$ cat config.mk
export PLATFORM = sky130hd
export DESIGN_NAME = rv_dx_top
export DESIGN_NICKNAME = d
export VERILOG_FILES = /design/src/hw/rv_isa_pkg.sv /design/src/hw/rv_pipe_pkg.sv /design/src/hw/rv_decoder.sv /design/src/hw/rv_regfile.sv /design/src/hw/rv_pipe_reg_d_e.sv /design/src/hw/rv_alu.sv /design/src/hw/rv_execute.sv /design/src/hw/rv_dx_top.sv
export VERILOG_INCLUDE_DIRS = /design/src /design/src/hw
export SDC_FILE = /design/constraint.sdc
export NUM_CORES = 2
export LEC_CHECK = 0
export BUFFER_PORTS_ARGS = -buffer_cell sky130_fd_sc_hd__buf_2
export CORE_MARGIN = 10
export CORE_UTILIZATION = 50
export DETAILED_ROUTE_END_ITERATION = 8
export PLACE_DENSITY = 0.66
export SYNTH_ARGS = -nofsm -noshare
export SYNTH_HDL_FRONTEND = slang
export SYNTH_SLANG_ARGS = --single-unit
$ cat constraint.sdc
create_clock -name clk_i -period 13 [get_ports clk_i]
set_input_delay 3.9 -clock clk_i [delete_from_list [all_inputs] [get_ports clk_i]]
set_output_delay 3.9 -clock clk_i [all_outputs]
set_load 0.05 [all_outputs]
$ cat src/hw/rv_defs.svh
`ifndef RV_DEFS_SVH
`define RV_DEFS_SVH

// Data and address width
`define RV_XLEN 32

// Architectural register count, x0 included
`define RV_REG_COUNT 32

// Bits needed to index one register
`define RV_REG_AW 5

`endif

$ cat src/hw/rv_isa_pkg.sv
`include "rv_defs.svh"

package rv_isa_pkg;

    // Datapath word and register index
    typedef logic [`RV_XLEN-1:0] word_t;
    typedef logic [`RV_REG_AW-1:0] reg_addr_t;

    // Raw instruction word, always 32 bits in RV32I
    typedef logic [31:0] instr_t;

    // Instruction fields
    typedef logic [2:0] funct3_t;

    // Major opcodes handled by this slice
    typedef enum logic [6:0] {
        OP     = 7'b0110011,
        OP_IMM = 7'b0010011,
        LUI    = 7'b0110111,
        AUIPC  = 7'b0010111
    } opcode_e;

    // ALU operations
    typedef enum logic [3:0] {
        ADD    = 4'd0,
        SUB    = 4'd1,
        SLL    = 4'd2,
        SLT    = 4'd3,
        SLTU   = 4'd4,
        XOR    = 4'd5,
        SRL    = 4'd6,
        SRA    = 4'd7,
        OR     = 4'd8,
        AND    = 4'd9,
        PASS_B = 4'd10
    } alu_op_e;

endpackage

$ cat src/hw/rv_pipe_pkg.sv
package rv_pipe_pkg;

    import rv_isa_pkg::*;

    // One fetched instruction with its pc
    typedef struct packed {
        word_t  pc;
        instr_t instr;
    } fetch_pkt_t;

    // Control fields produced by decode
    typedef struct packed {
        logic    reg_wr_en;
        alu_op_e alu_op;
        logic    alu_src_imm;
        logic    alu_src_pc;
        logic    illegal;
        funct3_t funct3;
    } de_ctrl_t;

    // Decode-to-execute record
    typedef struct packed {
        logic      valid;
        de_ctrl_t  ctrl;
        word_t     pc;
        word_t     rs1_data;
        word_t     rs2_data;
        reg_addr_t rs1_addr;
        reg_addr_t rs2_addr;
        reg_addr_t rd_addr;
        word_t     imm;
    } de_pkt_t;

    // Result handed to writeback
    typedef struct packed {
        word_t     pc;
        reg_addr_t rd_addr;
        word_t     value;
        logic      wr_en;
        logic      illegal;
    } wb_pkt_t;

endpackage

$ cat src/hw/rv_decoder.sv
module rv_decoder (
    input  rv_isa_pkg::instr_t     instr_i,
    output rv_pipe_pkg::de_ctrl_t  ctrl_o,
    output rv_isa_pkg::word_t      imm_o,
    output rv_isa_pkg::reg_addr_t  rs1_addr_o,
    output rv_isa_pkg::reg_addr_t  rs2_addr_o,
    output rv_isa_pkg::reg_addr_t  rd_addr_o
);
    import rv_isa_pkg::*;
    import rv_pipe_pkg::*;

    funct3_t    funct3;
    logic [6:0] funct7;
    logic       funct7_zero;
    logic       funct7_alt;
    alu_op_e    base_op;
    logic       bad;

    assign funct3      = instr_i[14:12];
    assign funct7      = instr_i[31:25];
    assign funct7_zero = (funct7 == 7'b0000000);
    // SUB and SRA variant
    assign funct7_alt  = (funct7 == 7'b0100000);

    assign rs1_addr_o = instr_i[19:15];
    assign rs2_addr_o = instr_i[24:20];
    assign rd_addr_o  = instr_i[11:7];

    // funct3 mapping shared by OP and OP-IMM
    always_comb begin
        case (funct3)
            3'b000:  base_op = ADD;
            3'b001:  base_op = SLL;
            3'b010:  base_op = SLT;
            3'b011:  base_op = SLTU;
            3'b100:  base_op = XOR;
            3'b101:  base_op = SRL;
            3'b110:  base_op = OR;
            default: base_op = AND;
        endcase
    end

    always_comb begin
        ctrl_o.alu_op      = ADD;
        ctrl_o.alu_src_imm = 1'b0;
        ctrl_o.alu_src_pc  = 1'b0;
        ctrl_o.funct3      = funct3;
        imm_o              = '0;
        bad                = 1'b0;
        case (opcode_e'(instr_i[6:0]))
            OP: begin
                if (funct7_zero) begin
                    ctrl_o.alu_op = base_op;
                end else if (funct7_alt && funct3 == 3'b000) begin
                    ctrl_o.alu_op = SUB;
                end else if (funct7_alt && funct3 == 3'b101) begin
                    ctrl_o.alu_op = SRA;
                end else begin
                    bad = 1'b1;
                end
            end
            OP_IMM: begin
                // I-type, sign extended
                imm_o              = {{20{instr_i[31]}}, instr_i[31:20]};
                ctrl_o.alu_src_imm = 1'b1;
                ctrl_o.alu_op      = base_op;
                // Shift immediates carry funct7 in the upper bits
                if (funct3 == 3'b001 && !funct7_zero) begin
                    bad = 1'b1;
                end else if (funct3 == 3'b101) begin
                    if (funct7_alt) begin
                        ctrl_o.alu_op = SRA;
                    end else if (!funct7_zero) begin
                        bad = 1'b1;
                    end
                end
            end
            LUI: begin
                imm_o              = {instr_i[31:12], 12'b0};
                ctrl_o.alu_src_imm = 1'b1;
                ctrl_o.alu_op      = PASS_B;
            end
            AUIPC: begin
                // pc plus upper immediate
                imm_o              = {instr_i[31:12], 12'b0};
                ctrl_o.alu_src_imm = 1'b1;
                ctrl_o.alu_src_pc  = 1'b1;
                ctrl_o.alu_op      = ADD;
            end
            default: bad = 1'b1;
        endcase
        ctrl_o.illegal = bad;
        // No write for illegal encodings or rd of x0
        ctrl_o.reg_wr_en = !bad && (rd_addr_o != '0);
    end

endmodule

$ cat src/hw/rv_regfile.sv
`include "rv_defs.svh"

module rv_regfile (
    input  logic                   clk_i,
    input  logic                   arst_n_i,
    input  rv_isa_pkg::reg_addr_t  rd_addr_a_i,
    input  rv_isa_pkg::reg_addr_t  rd_addr_b_i,
    output rv_isa_pkg::word_t      rd_data_a_o,
    output rv_isa_pkg::word_t      rd_data_b_o,
    input  logic                   wr_en_i,
    input  rv_isa_pkg::reg_addr_t  wr_addr_i,
    input  rv_isa_pkg::word_t      wr_data_i
);
    import rv_isa_pkg::*;

    // x0 has no storage
    word_t regs [1:`RV_REG_COUNT-1];

    // One read port, with write-through of a same-cycle write
    function automatic word_t read_port(reg_addr_t addr);
        word_t value;
        if (addr == '0) begin
            value = '0;
        end else if (wr_en_i && (wr_addr_i == addr)) begin
            value = wr_data_i;
        end else begin
            value = regs[addr];
        end
        return value;
    endfunction

    always_ff @(posedge clk_i or negedge arst_n_i) begin
        if (!arst_n_i) begin
            // All registers read zero after reset
            for (int i = 1; i < `RV_REG_COUNT; i++) begin
                regs[i] <= '0;
            end
        end else if (wr_en_i && (wr_addr_i != '0)) begin
            regs[wr_addr_i] <= wr_data_i;
        end
    end

    always_comb begin
        rd_data_a_o = read_port(rd_addr_a_i);
        rd_data_b_o = read_port(rd_addr_b_i);
    end

    // Decode drops wr_en for rd of x0, so x0 writes never reach here
    a_no_x0_write: assert property (@(posedge clk_i) disable iff (!arst_n_i)
        wr_en_i |-> (wr_addr_i != '0));

endmodule

$ cat src/hw/rv_pipe_reg_d_e.sv
module rv_pipe_reg_d_e (
    input  logic                   clk_i,
    input  logic                   arst_n_i,
    input  logic                   advance_i,
    input  logic                   valid_i,
    input  rv_pipe_pkg::de_ctrl_t  ctrl_i,
    input  rv_isa_pkg::word_t      pc_i,
    input  rv_isa_pkg::word_t      rs1_data_i,
    input  rv_isa_pkg::word_t      rs2_data_i,
    input  rv_isa_pkg::reg_addr_t  rs1_addr_i,
    input  rv_isa_pkg::reg_addr_t  rs2_addr_i,
    input  rv_isa_pkg::reg_addr_t  rd_addr_i,
    input  rv_isa_pkg::word_t      imm_i,
    output rv_pipe_pkg::de_pkt_t   pkt_o
);
    import rv_pipe_pkg::*;

    logic    valid_q;
    de_pkt_t data_q;

    // Valid bit, cleared on a bubble
    always_ff @(posedge clk_i or negedge arst_n_i) begin
        if (!arst_n_i) begin
            valid_q <= 1'b0;
        end else if (advance_i) begin
            valid_q <= valid_i;
        end
    end

    // Payload, held while advance is low
    always_ff @(posedge clk_i) begin
        if (advance_i) begin
            data_q.valid    <= valid_i;
            data_q.ctrl     <= ctrl_i;
            // Bubble drops the register write
            data_q.ctrl.reg_wr_en <= valid_i && ctrl_i.reg_wr_en;
            data_q.pc       <= pc_i;
            data_q.rs1_data <= rs1_data_i;
            data_q.rs2_data <= rs2_data_i;
            data_q.rs1_addr <= rs1_addr_i;
            data_q.rs2_addr <= rs2_addr_i;
            data_q.rd_addr  <= rd_addr_i;
            data_q.imm      <= imm_i;
        end
    end

    always_comb begin
        pkt_o       = data_q;
        pkt_o.valid = valid_q;
    end

    // An empty slot never carries a register write
    a_bubble_no_write: assert property (@(posedge clk_i) disable iff (!arst_n_i)
        !pkt_o.valid |-> !pkt_o.ctrl.reg_wr_en);

endmodule

$ cat src/hw/rv_alu.sv
module rv_alu (
    input  rv_isa_pkg::alu_op_e  op_i,
    input  rv_isa_pkg::word_t    a_i,
    input  rv_isa_pkg::word_t    b_i,
    output rv_isa_pkg::word_t    y_o
);
    import rv_isa_pkg::*;

    logic [4:0] shamt;

    // Shift amount from the low five bits
    assign shamt = b_i[4:0];

    always_comb begin
        case (op_i)
            ADD:  y_o = a_i + b_i;
            SUB:  y_o = a_i - b_i;
            SLL:  y_o = a_i << shamt;
            // Compares give 0 or 1
            SLT:  y_o = {{($bits(word_t)-1){1'b0}}, ($signed(a_i) < $signed(b_i))};
            SLTU: y_o = {{($bits(word_t)-1){1'b0}}, (a_i < b_i)};
            XOR:  y_o = a_i ^ b_i;
            SRL:  y_o = a_i >> shamt;
            SRA:  y_o = word_t'($signed(a_i) >>> shamt);
            OR:   y_o = a_i | b_i;
            AND:  y_o = a_i & b_i;
            // LUI path
            PASS_B: y_o = b_i;
            default: y_o = '0;
        endcase
    end

endmodule

$ cat src/hw/rv_execute.sv
module rv_execute (
    input  logic                   clk_i,
    input  logic                   arst_n_i,
    input  rv_pipe_pkg::de_pkt_t   pkt_i,
    output logic                   advance_o,
    output rv_pipe_pkg::wb_pkt_t   res_o,
    output logic                   res_valid_o,
    input  logic                   res_ready_i,
    output logic                   rf_wr_en_o,
    output rv_isa_pkg::reg_addr_t  rf_wr_addr_o,
    output rv_isa_pkg::word_t      rf_wr_data_o
);
    import rv_isa_pkg::*;
    import rv_pipe_pkg::*;

    wb_pkt_t res_q;
    logic    res_valid_q;
    logic    take;
    logic    fwd_valid;
    word_t   rs1_val;
    word_t   rs2_val;
    word_t   op_a;
    word_t   op_b;
    word_t   alu_y;

    // Output handshake and stage advance
    assign take      = res_valid_q && res_ready_i;
    assign advance_o = !res_valid_q || res_ready_i;

    // Forward from the output register when it holds a pending write
    assign fwd_valid = res_valid_q && res_q.wr_en;
    assign rs1_val   = (fwd_valid && res_q.rd_addr == pkt_i.rs1_addr) ? res_q.value
                                                                      : pkt_i.rs1_data;
    assign rs2_val   = (fwd_valid && res_q.rd_addr == pkt_i.rs2_addr) ? res_q.value
                                                                      : pkt_i.rs2_data;

    // Operand selects
    assign op_a = pkt_i.ctrl.alu_src_pc  ? pkt_i.pc  : rs1_val;
    assign op_b = pkt_i.ctrl.alu_src_imm ? pkt_i.imm : rs2_val;

    rv_alu i_alu (
        .op_i (pkt_i.ctrl.alu_op),
        .a_i  (op_a),
        .b_i  (op_b),
        .y_o  (alu_y)
    );

    always_ff @(posedge clk_i or negedge arst_n_i) begin
        if (!arst_n_i) begin
            res_valid_q <= 1'b0;
        end else if (advance_o) begin
            res_valid_q <= pkt_i.valid;
        end
    end

    always_ff @(posedge clk_i) begin
        if (advance_o && pkt_i.valid) begin
            res_q.pc      <= pkt_i.pc;
            res_q.rd_addr <= pkt_i.ctrl.reg_wr_en ? pkt_i.rd_addr : '0;
            // Illegal results report a zero value
            res_q.value   <= pkt_i.ctrl.illegal ? '0 : alu_y;
            res_q.wr_en   <= pkt_i.ctrl.reg_wr_en;
            res_q.illegal <= pkt_i.ctrl.illegal;
        end
    end

    assign res_o       = res_q;
    assign res_valid_o = res_valid_q;

    // Register file write on the output handshake
    assign rf_wr_en_o   = take && res_q.wr_en;
    assign rf_wr_addr_o = res_q.rd_addr;
    assign rf_wr_data_o = res_q.value;

    // Offered result holds until taken
    a_res_stable: assert property (@(posedge clk_i) disable iff (!arst_n_i)
        (res_valid_o && !res_ready_i) |=> res_valid_o && $stable(res_o));

endmodule

$ cat src/hw/rv_dx_top.sv
module rv_dx_top (
    input  logic                     clk_i,
    input  logic                     arst_n_i,
    input  rv_pipe_pkg::fetch_pkt_t  instr_i,
    input  logic                     instr_valid_i,
    output logic                     instr_ready_o,
    output rv_pipe_pkg::wb_pkt_t     res_o,
    output logic                     res_valid_o,
    input  logic                     res_ready_i
);
    import rv_isa_pkg::*;
    import rv_pipe_pkg::*;

    // Decode outputs
    de_ctrl_t  dec_ctrl;
    word_t     dec_imm;
    reg_addr_t rs1_addr;
    reg_addr_t rs2_addr;
    reg_addr_t rd_addr;
    // Register file
    word_t     rs1_data;
    word_t     rs2_data;
    logic      rf_wr_en;
    reg_addr_t rf_wr_addr;
    word_t     rf_wr_data;
    // Pipeline register and advance
    de_pkt_t   de_pkt;
    logic      advance;

    assign instr_ready_o = advance;

    rv_decoder i_decoder (
        .instr_i    (instr_i.instr),
        .ctrl_o     (dec_ctrl),
        .imm_o      (dec_imm),
        .rs1_addr_o (rs1_addr),
        .rs2_addr_o (rs2_addr),
        .rd_addr_o  (rd_addr)
    );

    rv_regfile i_regfile (
        .clk_i       (clk_i),
        .arst_n_i    (arst_n_i),
        .rd_addr_a_i (rs1_addr),
        .rd_addr_b_i (rs2_addr),
        .rd_data_a_o (rs1_data),
        .rd_data_b_o (rs2_data),
        .wr_en_i     (rf_wr_en),
        .wr_addr_i   (rf_wr_addr),
        .wr_data_i   (rf_wr_data)
    );

    rv_pipe_reg_d_e i_pipe_reg_d_e (
        .clk_i      (clk_i),
        .arst_n_i   (arst_n_i),
        .advance_i  (advance),
        .valid_i    (instr_valid_i),
        .ctrl_i     (dec_ctrl),
        .pc_i       (instr_i.pc),
        .rs1_data_i (rs1_data),
        .rs2_data_i (rs2_data),
        .rs1_addr_i (rs1_addr),
        .rs2_addr_i (rs2_addr),
        .rd_addr_i  (rd_addr),
        .imm_i      (dec_imm),
        .pkt_o      (de_pkt)
    );

    rv_execute i_execute (
        .clk_i        (clk_i),
        .arst_n_i     (arst_n_i),
        .pkt_i        (de_pkt),
        .advance_o    (advance),
        .res_o        (res_o),
        .res_valid_o  (res_valid_o),
        .res_ready_i  (res_ready_i),
        .rf_wr_en_o   (rf_wr_en),
        .rf_wr_addr_o (rf_wr_addr),
        .rf_wr_data_o (rf_wr_data)
    );

endmodule

==> impl_metrics.ini <==
[yosys]
synth-seq-area-share_pct = 44.3
yosys_most_used_dff = dfrtp_1
synth_top_family_by_area = multiplexers
syn_inst = 5310
synth_edf_count = 222
yosysMostFrequentCell = mux2_2
synthSimpleGateAreaFrac_pct = 4.44
synth.top_cell.area_share_pct = 35.0
synth.area.top_cells = dfrtp_1, mux4_2, mux2_2
synth_warnings = 0
synth_area_um2 = 71200
synthMuxAreaShare_pct = 38.4
synth_xor_area_share_pct = 0.431
synth.net_count = 5477
synth_compound_area_share_pct = 7.27
synthAdderAreaFrac_pct = 1.76
synth_common_cells = mux2_2, dfrtp_1, mux4_2
postSynthAreaPerCell_um2 = 13.4
synth_largest_area_cell = dfrtp_1
ys_ff_latch = 1216
ys_async_sr_fraction_pct = 81.7
synth.distinct_cells = 87

[routing]
wl_um = 245000
drt_iter0_markers = 5957
first_pass_iters = 8
routed-via-count = 49800
drc_errors = 0
ant_nets = 0
post_drt_via_cell_ratio = 6.91
post_drt_wl_per_cell_um = 33.9

[layout]
nets = 5378
drive_gt1_share_pct = 40.9
syn_to_final_growth_pct = 10.0
final_cells = 7213
diodes = 0

[timing]
hold_viol_final = 0
fmax_mhz = 115
setup_violations = 0
worst_slew_pin_slew_ns = 1.28
fin_crit_ns = 8.70
holdWs_ns = 0.445
final.setup.tns_ns = 0
setup_slack_ns = 4.30
fin_skew_ns = 0.0403
relSlewSlack_pct = 14.8
fin_crit_sh_pct = 66.9
rsz0062_at_grt = false
slew_viol_final = 0

[clock_network]
numCtsBuffers = 136
cts_buffer_depth = 3
holdBufCountCts = 0
clkSinkCount = 1216
ctsHtreeMaxLevel = 4
worstSkewPairLatency_ns = 0.80
post_cts_buffers = 0
cts_resized = 0
path_clk_slew_ns = 0.05
cts_tree = built
ctsRootBufferMaster = clkbuf_16

[power_and_ir_drop]
p_leak_nw = 34.7
total_power_w = 0.0115
peakVddDrop_mv = 0.152
p_per_area_nw_per_um2 = 147

[min_path]
holdPathStages = 0
min_path_type = flip-flop to flip-flop

[floorplanning]
fp.dieH_um = 397
io_pins = 141
initial_core_util_pct = 50.3
fp.dieW_um = 397
rows = 138
die_area_um2 = 158000
core_area_um2 = 141000

[global_routing]
grt_usage_pct = 30.6
grt_pass1_vias = 50100
grt_remaining_overflow = 0
grt_first_pass_wirelength_um = 356000
antenna_found_initial = 8
grt_max_degree = 183

[status]
status = finished clean

[run]
cap_viol_max_count = 0

[critical_path]
worstSetupEndpointType = primary output
path_class = primary input to primary output
cp-start-kind = primary input
reg2regPathDepth = 20
worstPathMaxFanout = 31
crit_arrival_ns = 4.80
required_ns = 9.10

[placed_design]
gp_congestion = 1.01
place_worst_setup_slack_ns = 4.32
dpl.hpwl_um = 147000
place_inst = 6963
portBuffers = 140
[metrics by stage]
step | util, % | cell area [µm²]
2_1_floorplan | - | 71200
3_3_place_gp | 52.1 | 73600
3_5_place_dp | 52.1 | 73600
4_1_cts | 55.4 | 78300
5_1_grt | 55.4 | 78300
6_report | 55.4 | 78300
[sequential cells by signal, summed over array words and instances, names as in the netlist]
name / flops
i_regfile.regs: 992
i_pipe_reg_d_e.pkt_o: 151
i_execute.res_o: 34
i_execute.rf_wr_data_o: 32
i_execute.rf_wr_addr_o: 5
i_execute.res_valid_o: 1
i_pipe_reg_d_e.valid_q: 1
[worst max-delay path, cell delays in order]
cell	delay, ns
buf_2	0.10
nand2b_4	0.44
buf_2	0.36
[cell families after synthesis]
logic type                 Yosys count
adders and majority gates           99
and+or+nand+nor                    696
muxes                             1870
xor gates and xnor gates            35
DFF                               1216
buffers and inverters              616
AOI/OAI and AO/OA                  778
[layout by cell type, fill, tap and decap left out, types with 52 or more instances in the layout]
cell type  Yosys  layout
clkbuf_16      0     140
mux2_2      1026    1026
and2_1        53      52
a21oi_1      255     255
mux2i_1      258     258
buf_4         13     133
nand2_1      169     158
edfxtp_1     222     222
ha_1          97      97
buf_2         28     129
nor2_1       294     280
dfrtp_1      994     994
o21ai_0      117     117
mux4_2       576     576
inv_1         97      97
[power by group]
part	switching, W	internal [W]	total (W)
Sequential	0.000368	0.00439	0.00475
Clock	0.00169	0.00235	0.00404
Combinational	0.00154	0.00121	0.00275
[final cells by class]
class	instances	area [µm²]
Timing Repair Buffer	275	1870
Tap cell	1890	2360
Inverter	104	393
Clock inverter	52	689
Clock buffer	198	3970
Fill cell	11500	63100
Multi-Input combinational cell	3478	37500
Sequential cell	1216	31500
[worst paths after layout]
kind	startpoint	end	slack (ns)
max	res_ready_i	instr_ready_o	4.30
min in group asynchronous	arst_n_i	i_regfile.regs[97]	3.07
max reg2reg	i_pipe_reg_d_e.pkt_o[148]	i_execute.rf_wr_data_o[0]	5.21
min	i_pipe_reg_d_e.pkt_o[125]	i_execute.res_o[53]	0.44
max in group asynchronous	arst_n_i	i_regfile.regs[527]	7.61
min reg2reg	i_pipe_reg_d_e.pkt_o[125]	i_execute.res_o[53]	0.44
[metal layers]
metal  up-vias  track usage, %  routed length [µm]
li1      20200               -                   -
met1     26400            41.3               96600
met2      2607            46.7              111000
met3       634            7.13               23300
met4         6            15.1               13400
met5         -               0                  41
Note: power is estimated with default switching activity, not from simulation.
